**config.mk**
```make
export PLATFORM = sky130hd
export DESIGN_NAME = decodeTop
export DESIGN_NICKNAME = d
export VERILOG_FILES = /design/src/hw/cpuPkg.sv /design/src/hw/aluControl.sv /design/src/hw/decodeStage.sv /design/src/hw/decodeTop.sv /design/src/hw/destPipeline.sv /design/src/hw/instrControl.sv /design/src/hw/regFileBypass.sv
export SDC_FILE = /design/constraint.sdc
export NUM_CORES = 1
export LEC_CHECK = 0
export ABC_AREA = 0
export BUFFER_PORTS_ARGS = -buffer_cell sky130_fd_sc_hd__buf_2
export CORE_ASPECT_RATIO = 1.75
export CORE_MARGIN = 2
export CORE_UTILIZATION = 56
export CTS_BUF_LIST = sky130_fd_sc_hd__clkbuf_16
export CTS_CLUSTER_SIZE = 25
export DETAILED_ROUTE_END_ITERATION = 7
export GPL_TIMING_DRIVEN = 0
export PLACE_DENSITY = 0.81
export SETUP_SLACK_MARGIN = 0.3
export SYNTH_ARGS = -nofsm -noshare
export SYNTH_HDL_FRONTEND = slang
export SYNTH_HIERARCHICAL = 1
export SYNTH_SLANG_ARGS = --single-unit
```
**constraint.sdc**
```tcl
create_clock -name clk -period 3.2 [get_ports clk]
set_input_delay 0.64 -clock clk [delete_from_list [all_inputs] [get_ports clk]]
set_output_delay 0.64 -clock clk [all_outputs]
set_load 0.02 [all_outputs]
```
**src/hw/cpuPkg.sv**
```systemverilog
// Widths and encodings shared by the decode stage modules
// Imported by each RTL module and by the testbench
package cpuPkg;

    localparam int dataWidth    = 16;
    localparam int regAddrWidth = 3;

    // Major opcodes, instruction bits 15 to 11
    typedef enum logic [4:0] {
        opHalt  = 5'b00000,
        opNop   = 5'b00001,
        opJ     = 5'b00100,
        opAddi  = 5'b01000,
        opSubi  = 5'b01001,
        opXori  = 5'b01010,
        opAndni = 5'b01011,
        opBeqz  = 5'b01100,
        opBnez  = 5'b01101,
        opSt    = 5'b10000,
        opLd    = 5'b10001,
        opLbi   = 5'b11000,
        opRrr   = 5'b11011
    } opcodeT;

    // Sub is add with invA and cin, andn is and with invB
    typedef enum logic [1:0] {
        aluAdd  = 2'd0,
        aluXor  = 2'd1,
        aluAnd  = 2'd2,
        aluPass = 2'd3
    } aluOpT;

    typedef enum logic [2:0] {
        classRrr   = 3'd0,
        classAddi  = 3'd1,
        classSubi  = 3'd2,
        classXori  = 3'd3,
        classAndni = 3'd4,
        classPass  = 3'd5,
        classAddr  = 3'd6
    } aluClassT;

    // Which instruction field names the destination
    typedef enum logic [1:0] {
        dstRd   = 2'd0,
        dstRt   = 2'd1,
        dstRs   = 2'd2,
        dstLink = 2'd3
    } dstSelT;

    typedef enum logic [1:0] {
        srcAlu = 2'd0,
        srcMem = 2'd1,
        srcPc  = 2'd2,
        srcImm = 2'd3
    } regSrcT;

    typedef enum logic [1:0] {
        bReg  = 2'd0,
        bImm5 = 2'd1,
        bImm8 = 2'd2
    } bSrcT;

    typedef enum logic [1:0] {
        brNone = 2'd0,
        brEqz  = 2'd1,
        brNez  = 2'd2,
        brJump = 2'd3
    } branchT;

endpackage

```
**src/hw/aluControl.sv**
```systemverilog
// Turns the ALU class and the function field into the ALU op and operand bits
// Subtraction inverts A and sets carry-in, ANDN inverts B
`timescale 1ns/1ps

module aluControl (
    input  cpuPkg::aluClassT aluClass,
    input  logic [1:0]       func,
    output cpuPkg::aluOpT    aluOp,
    output logic             invA,
    output logic             invB,
    output logic             cin
);
    import cpuPkg::*;

    always_comb begin
        aluOp = aluPass;
        invA  = 1'b0;
        invB  = 1'b0;
        cin   = 1'b0;

        case (aluClass)
            classRrr: begin
                // Function field selects add, sub, xor or andn
                case (func)
                    2'b00: aluOp = aluAdd;
                    2'b01: begin
                        aluOp = aluAdd;
                        invA  = 1'b1;
                        cin   = 1'b1;
                    end
                    2'b10: aluOp = aluXor;
                    default: begin
                        aluOp = aluAnd;
                        invB  = 1'b1;
                    end
                endcase
            end
            classAddi, classAddr: aluOp = aluAdd;
            classSubi: begin
                aluOp = aluAdd;
                invA  = 1'b1;
                cin   = 1'b1;
            end
            classXori: aluOp = aluXor;
            classAndni: begin
                aluOp = aluAnd;
                invB  = 1'b1;
            end
            default: aluOp = aluPass;
        endcase
    end

endmodule

```
**src/hw/decodeStage.sv**
```systemverilog
// Forces NOPs, selects the destination, extends immediates and registers the
// decode results toward execute
`timescale 1ns/1ps

module decodeStage (
    input  logic                            clk,
    input  logic                            reset,
    input  logic                            nopInsert,
    input  logic [cpuPkg::dataWidth-1:0]    instr,
    input  logic [cpuPkg::dataWidth-1:0]    pc,
    output logic [cpuPkg::dataWidth-1:0]    instrDec,
    // Combinational control and ALU levels
    input  cpuPkg::dstSelT                  dstSel,
    input  logic                            regWriteRaw,
    input  logic                            zeroExt,
    input  cpuPkg::bSrcT                    bSrcRaw,
    input  cpuPkg::regSrcT                  regSrcRaw,
    input  logic                            memReadRaw,
    input  logic                            memWriteRaw,
    input  cpuPkg::branchT                  branchRaw,
    input  logic                            haltRaw,
    input  cpuPkg::aluOpT                   aluOpRaw,
    input  logic                            invARaw,
    input  logic                            invBRaw,
    input  logic                            cinRaw,
    input  logic [cpuPkg::dataWidth-1:0]    rsIn,
    input  logic [cpuPkg::dataWidth-1:0]    rtIn,
    // Registered toward execute
    output cpuPkg::aluOpT                   aluOp,
    output logic                            invA,
    output logic                            invB,
    output logic                            cin,
    output cpuPkg::bSrcT                    bSrc,
    output logic                            memRead,
    output logic                            memWrite,
    output cpuPkg::branchT                  branch,
    output logic                            halt,
    output logic [cpuPkg::dataWidth-1:0]    rsData,
    output logic [cpuPkg::dataWidth-1:0]    rtData,
    output logic [cpuPkg::dataWidth-1:0]    imm5,
    output logic [cpuPkg::dataWidth-1:0]    imm8,
    output logic [cpuPkg::dataWidth-1:0]    simm11,
    output logic [cpuPkg::dataWidth-1:0]    pcNext,
    output logic [cpuPkg::regAddrWidth-1:0] rd,
    output logic                            regWrite,
    output cpuPkg::regSrcT                  regSrc
);
    import cpuPkg::*;

    logic [regAddrWidth-1:0] rdSel;
    logic [dataWidth-1:0]    imm5Ext;
    logic [dataWidth-1:0]    imm8Ext;
    logic [dataWidth-1:0]    simm11Ext;

    // Bubble from the stall controller
    assign instrDec = nopInsert ? {opNop, {(dataWidth-5){1'b0}}} : instr;

    always_comb begin
        case (dstSel)
            dstRd:   rdSel = instrDec[4:2];
            dstRt:   rdSel = instrDec[7:5];
            dstRs:   rdSel = instrDec[10:8];
            default: rdSel = '1;
        endcase
    end

    assign imm5Ext   = zeroExt ? {{(dataWidth-5){1'b0}}, instrDec[4:0]}
                               : {{(dataWidth-5){instrDec[4]}}, instrDec[4:0]};
    assign imm8Ext   = zeroExt ? {{(dataWidth-8){1'b0}}, instrDec[7:0]}
                               : {{(dataWidth-8){instrDec[7]}}, instrDec[7:0]};
    assign simm11Ext = {{(dataWidth-11){instrDec[10]}}, instrDec[10:0]};

    always_ff @(posedge clk) begin
        if (reset) begin
            aluOp    <= aluAdd;
            invA     <= 1'b0;
            invB     <= 1'b0;
            cin      <= 1'b0;
            bSrc     <= bReg;
            memRead  <= 1'b0;
            memWrite <= 1'b0;
            branch   <= brNone;
            halt     <= 1'b0;
            rsData   <= '0;
            rtData   <= '0;
            imm5     <= '0;
            imm8     <= '0;
            simm11   <= '0;
            pcNext   <= '0;
            rd       <= '0;
            regWrite <= 1'b0;
            regSrc   <= srcAlu;
        end else begin
            aluOp    <= aluOpRaw;
            invA     <= invARaw;
            invB     <= invBRaw;
            cin      <= cinRaw;
            bSrc     <= bSrcRaw;
            memRead  <= memReadRaw;
            memWrite <= memWriteRaw;
            branch   <= branchRaw;
            halt     <= haltRaw;
            rsData   <= rsIn;
            rtData   <= rtIn;
            imm5     <= imm5Ext;
            imm8     <= imm8Ext;
            simm11   <= simm11Ext;
            pcNext   <= pc;
            rd       <= rdSel;
            regWrite <= regWriteRaw;
            regSrc   <= regSrcRaw;
        end
    end

    // Load and store never share a decoded instruction
    assert property (@(posedge clk) disable iff (reset) !(memRead && memWrite))
        else $error("memRead and memWrite both active");

endmodule

```
**src/hw/decodeTop.sv**
```systemverilog
// Decode stage top level, connects control decode, register file and pipelines
// Write-back uses the last destination stage together with wbData
`timescale 1ns/1ps

module decodeTop #(
    parameter int pipeDepth = 3,
    parameter int numRegs   = 8
) (
    input  logic                                           clk,
    input  logic                                           reset,
    input  logic [cpuPkg::dataWidth-1:0]                   instr,
    input  logic [cpuPkg::dataWidth-1:0]                   pc,
    input  logic                                           nopInsert,
    input  logic [cpuPkg::dataWidth-1:0]                   wbData,
    output cpuPkg::aluOpT                                  aluOp,
    output logic                                           invA,
    output logic                                           invB,
    output logic                                           cin,
    output cpuPkg::bSrcT                                   bSrc,
    output logic                                           memRead,
    output logic                                           memWrite,
    output cpuPkg::branchT                                 branch,
    output logic                                           halt,
    output logic [cpuPkg::dataWidth-1:0]                   rsData,
    output logic [cpuPkg::dataWidth-1:0]                   rtData,
    output logic [cpuPkg::dataWidth-1:0]                   imm5,
    output logic [cpuPkg::dataWidth-1:0]                   imm8,
    output logic [cpuPkg::dataWidth-1:0]                   simm11,
    output logic [cpuPkg::dataWidth-1:0]                   pcNext,
    output logic [pipeDepth-1:0][cpuPkg::regAddrWidth-1:0] rdStages,
    output logic [pipeDepth-1:0]                           regWriteStages,
    output cpuPkg::regSrcT                                 regSrc
);
    import cpuPkg::*;

    logic [dataWidth-1:0]    instrDec;
    aluClassT                aluClass;
    dstSelT                  dstSel;
    logic                    regWriteRaw;
    logic                    zeroExt;
    bSrcT                    bSrcRaw;
    regSrcT                  regSrcRaw;
    logic                    memReadRaw;
    logic                    memWriteRaw;
    branchT                  branchRaw;
    logic                    haltRaw;
    aluOpT                   aluOpRaw;
    logic                    invARaw;
    logic                    invBRaw;
    logic                    cinRaw;
    logic [dataWidth-1:0]    rsRead;
    logic [dataWidth-1:0]    rtRead;
    logic [regAddrWidth-1:0] rdDec;
    logic                    regWriteDec;
    regSrcT                  regSrcDec;
    logic [regAddrWidth-1:0] wbRd;
    logic                    wbRegWrite;

    // Write-back stage of the destination pipeline
    assign wbRd       = rdStages[pipeDepth-1];
    assign wbRegWrite = regWriteStages[pipeDepth-1];

    instrControl instrControl_i (
        .opcode   (opcodeT'(instrDec[15:11])),
        .aluClass (aluClass),
        .dstSel   (dstSel),
        .regWrite (regWriteRaw),
        .zeroExt  (zeroExt),
        .memRead  (memReadRaw),
        .memWrite (memWriteRaw),
        .halt     (haltRaw),
        .bSrc     (bSrcRaw),
        .regSrc   (regSrcRaw),
        .branch   (branchRaw)
    );

    aluControl aluControl_i (
        .aluClass (aluClass),
        .func     (instrDec[1:0]),
        .aluOp    (aluOpRaw),
        .invA     (invARaw),
        .invB     (invBRaw),
        .cin      (cinRaw)
    );

    regFileBypass #(
        .numRegs (numRegs)
    ) regFileBypass_i (
        .clk       (clk),
        .reset     (reset),
        .readSel1  (instrDec[10:8]),
        .readSel2  (instrDec[7:5]),
        .writeSel  (wbRd),
        .writeData (wbData),
        .writeEn   (wbRegWrite),
        .readData1 (rsRead),
        .readData2 (rtRead)
    );

    decodeStage decodeStage_i (
        .clk         (clk),
        .reset       (reset),
        .nopInsert   (nopInsert),
        .instr       (instr),
        .pc          (pc),
        .instrDec    (instrDec),
        .dstSel      (dstSel),
        .regWriteRaw (regWriteRaw),
        .zeroExt     (zeroExt),
        .bSrcRaw     (bSrcRaw),
        .regSrcRaw   (regSrcRaw),
        .memReadRaw  (memReadRaw),
        .memWriteRaw (memWriteRaw),
        .branchRaw   (branchRaw),
        .haltRaw     (haltRaw),
        .aluOpRaw    (aluOpRaw),
        .invARaw     (invARaw),
        .invBRaw     (invBRaw),
        .cinRaw      (cinRaw),
        .rsIn        (rsRead),
        .rtIn        (rtRead),
        .aluOp       (aluOp),
        .invA        (invA),
        .invB        (invB),
        .cin         (cin),
        .bSrc        (bSrc),
        .memRead     (memRead),
        .memWrite    (memWrite),
        .branch      (branch),
        .halt        (halt),
        .rsData      (rsData),
        .rtData      (rtData),
        .imm5        (imm5),
        .imm8        (imm8),
        .simm11      (simm11),
        .pcNext      (pcNext),
        .rd          (rdDec),
        .regWrite    (regWriteDec),
        .regSrc      (regSrcDec)
    );

    destPipeline #(
        .pipeDepth (pipeDepth)
    ) destPipeline_i (
        .clk            (clk),
        .reset          (reset),
        .rdIn           (rdDec),
        .regWriteIn     (regWriteDec),
        .regSrcIn       (regSrcDec),
        .rdStages       (rdStages),
        .regWriteStages (regWriteStages),
        .regSrc         (regSrc)
    );

endmodule

```
**src/hw/destPipeline.sv**
```systemverilog
// Carries destination, write enable and result source toward write-back
// Stage one is the registered decode result, every stage is visible to hazard logic
`timescale 1ns/1ps

module destPipeline #(
    parameter int pipeDepth = 3
) (
    input  logic                                           clk,
    input  logic                                           reset,
    input  logic [cpuPkg::regAddrWidth-1:0]                rdIn,
    input  logic                                           regWriteIn,
    input  cpuPkg::regSrcT                                 regSrcIn,
    output logic [pipeDepth-1:0][cpuPkg::regAddrWidth-1:0] rdStages,
    output logic [pipeDepth-1:0]                           regWriteStages,
    output cpuPkg::regSrcT                                 regSrc
);
    import cpuPkg::*;

    // Stages two up to write-back
    logic [pipeDepth-1:1][regAddrWidth-1:0] rdReg;
    logic [pipeDepth-1:1]                   weReg;
    regSrcT                                 srcReg [pipeDepth-1:1];

    always_ff @(posedge clk) begin
        if (reset) begin
            rdReg <= '0;
            weReg <= '0;
            for (int k = 1; k < pipeDepth; k++) begin
                srcReg[k] <= srcAlu;
            end
        end else begin
            rdReg[1]  <= rdIn;
            weReg[1]  <= regWriteIn;
            srcReg[1] <= regSrcIn;
            for (int k = 2; k < pipeDepth; k++) begin
                rdReg[k]  <= rdReg[k-1];
                weReg[k]  <= weReg[k-1];
                srcReg[k] <= srcReg[k-1];
            end
        end
    end

    assign rdStages       = {rdReg, rdIn};
    assign regWriteStages = {weReg, regWriteIn};
    assign regSrc         = srcReg[pipeDepth-1];

    assert property (@(posedge clk) disable iff (reset) !$isunknown(regWriteStages))
        else $error("unknown write enable in destination pipeline");

endmodule

```
**src/hw/instrControl.sv**
```systemverilog
// Main control decoder from the major opcode to combinational control levels
// Unknown opcodes decode as a NOP
`timescale 1ns/1ps

module instrControl (
    input  cpuPkg::opcodeT   opcode,
    output cpuPkg::aluClassT aluClass,
    output cpuPkg::dstSelT   dstSel,
    output logic             regWrite,
    output logic             zeroExt,
    output logic             memRead,
    output logic             memWrite,
    output logic             halt,
    output cpuPkg::bSrcT     bSrc,
    output cpuPkg::regSrcT   regSrc,
    output cpuPkg::branchT   branch
);
    import cpuPkg::*;

    always_comb begin
        // NOP levels unless the opcode says otherwise
        aluClass = classPass;
        dstSel   = dstRd;
        regWrite = 1'b0;
        zeroExt  = 1'b0;
        memRead  = 1'b0;
        memWrite = 1'b0;
        halt     = 1'b0;
        bSrc     = bReg;
        regSrc   = srcAlu;
        branch   = brNone;

        case (opcode)
            opHalt: begin
                halt = 1'b1;
            end
            opAddi, opSubi, opXori, opAndni: begin
                dstSel   = dstRt;
                regWrite = 1'b1;
                bSrc     = bImm5;
                // Logical immediates are zero-extended
                zeroExt  = (opcode == opXori) || (opcode == opAndni);
                case (opcode)
                    opAddi:  aluClass = classAddi;
                    opSubi:  aluClass = classSubi;
                    opXori:  aluClass = classXori;
                    default: aluClass = classAndni;
                endcase
            end
            opLbi: begin
                dstSel   = dstRs;
                regWrite = 1'b1;
                bSrc     = bImm8;
                regSrc   = srcImm;
            end
            opLd: begin
                aluClass = classAddr;
                dstSel   = dstRt;
                regWrite = 1'b1;
                memRead  = 1'b1;
                bSrc     = bImm5;
                regSrc   = srcMem;
            end
            opSt: begin
                aluClass = classAddr;
                memWrite = 1'b1;
                bSrc     = bImm5;
            end
            opBeqz: begin
                bSrc   = bImm8;
                branch = brEqz;
            end
            opBnez: begin
                bSrc   = bImm8;
                branch = brNez;
            end
            // Displacement comes from simm11
            opJ: begin
                branch = brJump;
            end
            opRrr: begin
                aluClass = classRrr;
                dstSel   = dstRd;
                regWrite = 1'b1;
            end
            default: begin
            end
        endcase
    end

endmodule

```
**src/hw/regFileBypass.sv**
```systemverilog
// Register file with two combinational read ports and one write port
// A read of the register being written returns the write data
`timescale 1ns/1ps

module regFileBypass #(
    parameter int numRegs = 8
) (
    input  logic                            clk,
    input  logic                            reset,
    input  logic [cpuPkg::regAddrWidth-1:0] readSel1,
    input  logic [cpuPkg::regAddrWidth-1:0] readSel2,
    input  logic [cpuPkg::regAddrWidth-1:0] writeSel,
    input  logic [cpuPkg::dataWidth-1:0]    writeData,
    input  logic                            writeEn,
    output logic [cpuPkg::dataWidth-1:0]    readData1,
    output logic [cpuPkg::dataWidth-1:0]    readData2
);
    import cpuPkg::*;

    logic [dataWidth-1:0] regs [numRegs];

    always_ff @(posedge clk) begin
        if (reset) begin
            for (int i = 0; i < numRegs; i++) begin
                regs[i] <= '0;
            end
        end else if (writeEn) begin
            regs[writeSel] <= writeData;
        end
    end

    // Bypass the write port
    assign readData1 = (writeEn && (writeSel == readSel1)) ? writeData : regs[readSel1];
    assign readData2 = (writeEn && (writeSel == readSel2)) ? writeData : regs[readSel2];

    // Write-back address from the destination pipeline must be known
    assert property (@(posedge clk) disable iff (reset)
        writeEn |-> !$isunknown(writeSel))
        else $error("register file write with unknown address");

endmodule

```
* After elaboration in Yosys (flattened, before gate mapping)
Memories as Yosys holds them, arrays and structs flattened. A register that Yosys moved wholly into a read port is not among the register bits. Cells that the tools add are included.
Storage, ports and cells: register bits 67, latch bits 0, memory bits (writable) 132, ROM bits 0, input bits 51, output and inout port bits 122, logic and storage cells 90, memories 2
Operators by class: add/sub/neg operators 0, multipliers 0, div/mod/pow operators 0, order comparisons 0, eq/ne operators 20, shift operators 0, muxes and demuxes 30, bitwise logic cells 2, reductions and logical operators 16
Memory list:
- regFileBypass_i.regs | depth 8, bits a word 16, read ports 2, clocked after Yosys merged registers in 2, write ports 8, RTL line regFileBypass.sv:20 | logic [dataWidth-1:0] regs [numRegs];
- destPipeline_i.srcReg | depth 2, bits a word 2, read ports 2, clocked after Yosys merged registers in 0, write ports 2, RTL line destPipeline.sv:22 | regSrcT srcReg [pipeDepth-1:1];
Operators with widths (count):
- 2-to-1 mux 16 bit | 2
- equality test 5 x 4 -> 1 bit, second input constant | 6
- one-hot mux 3 bit (3 select lines) | 3
- equality test 5 bit, second input constant | 4
- one-hot mux 2 bit (2 select lines) | 4
- OR reduction 16 bit | 1
- 2-to-1 mux 1 bit | 14
- OR reduction 3 bit | 3
- one-hot mux 2 bit (4 select lines) | 1
- OR reduction 7 bit | 1
- equality test 3 x 2 -> 1 bit, second input constant | 2
- equality test 3 bit, second input constant | 2
- one-hot mux 2 bit (3 select lines) | 1
- OR reduction 2 bit | 3
- OR reduction 6 bit | 1
- equality test 5 x 3 -> 1 bit, second input constant | 1
- zero test 5 bit | 1
- OR reduction 5 bit | 1
- equality test 2 x 1 -> 1 bit, second input constant | 2
- equality test 2 bit, second input constant | 2
- zero test 2 bit | 2
- 2-to-1 mux 2 bit | 2
- one-hot mux 1 bit (2 select lines) | 2
- OR reduction 4 bit | 1
- 5 further kinds | 6

* Logic depth before layout (Yosys ltp)
depth after elaboration 7, gate-level depth with buffers 10, depth with buffers taken out 7

* By module
The synthesis kept the hierarchy.
Modules (own cells, without submodules):
- regFileBypass | instances 1, cells an instance 445, area an instance 7453.4 um2, seq. area each 3843.7 um2
- decodeStage | instances 1, cells an instance 229, area an instance 2591.2 um2, seq. area each 1581.5 um2
- destPipeline | instances 1, cells an instance 29, area an instance 396.6 um2, seq. area each 240.2 um2
- instrControl | instances 1, cells an instance 40, area an instance 269.0 um2, seq. area each 0.0 um2
- aluControl | instances 1, cells an instance 12, area an instance 76.3 um2, seq. area each 0.0 um2

* Least setup slack after synthesis
Ideal clock, no wire load.
path kind input port to flip-flop, from in nopInsert, to reg decodeStage_i/rsData[11] in the netlist's numbering (read register of regFileBypass_i.regs), setup time 0.118 ns, data arrival time 2.377 ns, data required time 3.082 ns, setup slack 0.705 ns, stages 8, buffers on the path 3, cell sequence buf_6 nor2b_2 clkbuf_1 clkbuf_1 mux4_2 mux2_2 mux2_4 nor2b_1
Between the ends: word-level cells in the longest chain between the ends 1
Ends and longest elaborated chain:
- start, declared | RTL line decodeTop.sv:13 | input logic nopInsert,
- 2-to-1 mux 16 bit | RTL line decodeStage.sv:56 | assign instrDec = nopInsert ? {opNop, {(dataWidth-5){1'b0}}} : instr;
- net instrDec[9] | RTL line decodeTop.sv:36 | logic [dataWidth-1:0] instrDec;
- end, declared | RTL line decodeStage.sv:38 | output logic [cpuPkg::dataWidth-1:0] rsData,
The timed path passes the listed nets, and every way through them passes these cells. A chain may end at the register's enable or synchronous reset.

* Worst setup path after layout
from in nopInsert, to reg decodeStage_i/rsData[14] in the netlist's numbering (read register of regFileBypass_i.regs)
The elaborated chain is that of the path after synthesis.

==> impl_metrics.json <==
{
  "finalWorstSetupSlack_ns": 0.367,
  "rsz0062_at_grt": "false",
  "drive_above_1_share_pct": 39.9,
  "cts_tree": "done",
  "report.final.hold_viol_count": 0,
  "crit_top_cell": "clkbuf_1",
  "power_density_mw_per_mm2": 496,
  "dieWidth_um": 109,
  "synth_enable_flop_cells": 128,
  "async_flop_share_pct": 0,
  "synth_top_cell_by_area": "edfxtp_1",
  "clkLatencyLatePin_ns": 0.50,
  "drt_iter0_markers": 493,
  "switchingPower_mw": 1.50,
  "seq_area_frac_synth_pct": 52.5,
  "power.internal_mw": 4.76,
  "root_buffer": "clkbuf_16",
  "fin_worst_skew_ns": 0.0124,
  "port_buffers": 172,
  "tightest_slew_ns": 1.05,
  "maxCapViolations": 0,
  "dr.pass1.iters": 5,
  "syn_area_mm2": 0.0108,
  "layout.nets": 1001,
  "via_per_inst": 5.66,
  "routed-via-count": 6829,
  "required_ns": 3.57,
  "die_area_mm2": 0.0204,
  "post-route-util_pct": 66.4,
  "placed_area_mm2": 0.0119,
  "cts_made_buffers": 21,
  "place_inst": 1168,
  "multi_input_area_mm2": 0.00451,
  "place_hpwl_mm": 17.9,
  "start_kind": "input pin",
  "yosysWarnings": 6,
  "grt_pass1_vias": 6986,
  "busiest_layer": "met2",
  "synthTopCellsByCount": "and2_1 (128), edfxtp_1 (128), dfxtp_1 (91)",
  "finalPower_mw": 6.26,
  "fill_cells": 1355,
  "cp_cell_sequence": "buf_2, buf_6, nor2b_2, clkbuf_1, clkbuf_1, mux2_2, mux2_4, nor2b_1",
  "max_stage_delay_ns": 0.72,
  "power_frac_seq_pct": 49.7,
  "setup_viol": 0,
  "drc": 0,
  "max_freq_ghz": 0.353,
  "grt_pass1_wl_mm": 38.4,
  "ioPinCount": 173,
  "p_sw_share_pct": 24.0,
  "antenna_found_initial": 1,
  "finalSetupTns_ns": 0,
  "ys_top_cells_by_area": "edfxtp_1 (36%), dfxtp_1 (17%), mux4_1 (15%)",
  "fin_crit_ns": 2.83,
  "critical_path_class": "input pin to flop",
  "cts_max_level": 1,
  "grt_start_max_net_pins": 21,
  "ys_ff_latch": 219,
  "cp_top_family": "buffers and inverters",
  "final_area_mm2": 0.0126,
  "syn_to_final_growth_pct": 17.1,
  "die_y_um": 188,
  "rows": 67,
  "synth_cell_type_count": 52,
  "pre_cts_slack_ns": -0.0615,
  "synthFlopType": "edfxtp_1",
  "irDropWorstVdd_mv": 0.390,
  "track_usage_pct": 25.7,
  "cts_max_path_buffers": 3,
  "postRouteAntennaNets": 0,
  "post_cts_resized": 0,
  "start_util_pct": 56.7,
  "crit_path_max_fanout": 10,
  "final_cells": 1206,
  "layout_worst_path_cycle_share_pct": 88.5,
  "synth_top_area_share_pct": 35.6,
  "cts_setup_buffers": 0,
  "min_path_type": "input pin to flop",
  "use_met3_pct": 3.96,
  "syn_nets": 806,
  "combinationalPowerShare_pct": 11.6,
  "whs_ns": 0.345,
  "met2_usage_pct": 46.8,
  "hold_buffers": 0,
  "power_frac_clock_pct": 38.7,
  "slowest_stage": "clkbuf_1",
  "synthCells": 755,
  "leakage_nw": 5.58,
  "regArea_mm2": 0.00567,
  "routedWlPerCell_um": 21.6,
  "syn_area_per_cell_um2": 14.3,
  "status": "completed",
  "clkTransAtPathRegs_ns": 0.07,
  "clock_sinks": 219,
  "arrival_ns": 3.20,
  "relSlewSlack_pct": 29.2,
  "slew_viol_final": 0,
  "overflow": 0,
  "core_mm2": 0.0190,
  "gp_congestion": 0.933,
  "end_kind": "flop",
  "use_met1_pct": 27.7,
  "path_buf_inv": 4,
  "totalWireLength_mm": 26.1
}
## cell type report
class | instances | share of cell area, %
buffer | 88 | 4.78
inverter | 3 | 0.0892
clock buffer | 24 | 4.76
antenna | 1 | 0.0198
multi-input combinational | 445 | 35.7
clock inverter | 13 | 0.614
sequential | 219 | 44.9
tap | 241 | 2.39
timing repair buffer | 172 | 6.82
## power groups by stage
stage	Combinational, mW	Clock [mW]	Sequential (mW)
after floorplan	0.420	0	3.22
after global placement	0.713	0	3.16
after global routing	0.771	2.56	3.12
final	0.727	2.42	3.11
after detailed placement	0.723	0	3.17
after CTS	0.726	2.46	3.11
## registers in the layout (all words and copies together), names as in the netlist, 2 cells and up
register / cells
decodeStage_i/aluOp: 2
decodeStage_i/bSrc: 2
destPipeline_i/srcReg: 4
decodeStage_i/rtData: 16
decodeStage_i/imm5: 5
destPipeline_i/rdStages: 6
decodeStage_i/imm8: 4
decodeStage_i/regSrc: 2
decodeStage_i/rd: 3
decodeStage_i/pcNext: 16
destPipeline_i/weReg: 2
regFileBypass_i/regs: 128
decodeStage_i/simm11: 4
decodeStage_i/rsData: 16
decodeStage_i/branch: 2
## cell usage in the layout, fill, tap and decap left out, types with 3 or more instances in the layout
master / synthesis / final
nor2b_4: 3 / 3
edfxtp_1: 128 / 128
and2b_2: 4 / 4
buf_2: 14 / 186
nor2_1: 20 / 20
nor2b_2: 10 / 10
buf_4: 42 / 42
and2_1: 128 / 128
buf_6: 13 / 13
dfxtp_1: 91 / 91
clkbuf_16: 0 / 24
clkbuf_1: 19 / 19
nor3_2: 3 / 3
mux2_2: 53 / 53
xnor2_1: 7 / 7
mux4_1: 60 / 60
nand2_1: 3 / 3
clkinv_4: 0 / 3
or2_2: 10 / 10
inv_2: 2 / 5
mux4_2: 4 / 4
nand2b_1: 3 / 3
nor2b_1: 81 / 81
clkinv_2: 0 / 3
nor4b_1: 4 / 4
nor3_1: 6 / 6
mux2_4: 11 / 11
## kinds of logic (layout without fill, tap and decap cells)
kind of cell	Yosys count	count (layout)	synth area share (%)
mux	129	129	22.6
xor+xnor	9	9	0.731
simple gates	296	296	17.7
compound gates	11	11	0.696
other cells	0	1	0
buf+inv	91	300	5.70
flops	219	219	52.5
## layer usage
metal / wire, µm / share of wire, %
met2: 13900 / 53
met5: 0 / 0
met3: 1980 / 7.6
met1: 8890 / 34
met4: 1360 / 5.2
## worst paths after layout
check                                          from                                  endpoint  slack (ns)  cells after the start
max reg2reg      destPipeline_i/weReg[2]$_SDFF_PP0_  regFileBypass_i/regs[4][7]$_SDFFCE_PN0P_        0.70                      3
min                                           pc[6]        decodeStage_i/pcNext[6]$_SDFF_PP0_        0.34                      2
min reg2reg  destPipeline_i/srcReg[1][0]$_SDFF_PP0_    destPipeline_i/srcReg[2][0]$_SDFF_PP0_        0.44                      1
max                                       nopInsert       decodeStage_i/rsData[14]$_SDFF_PP0_        0.37                      8
Note: power is estimated with default switching activity, not from simulation.
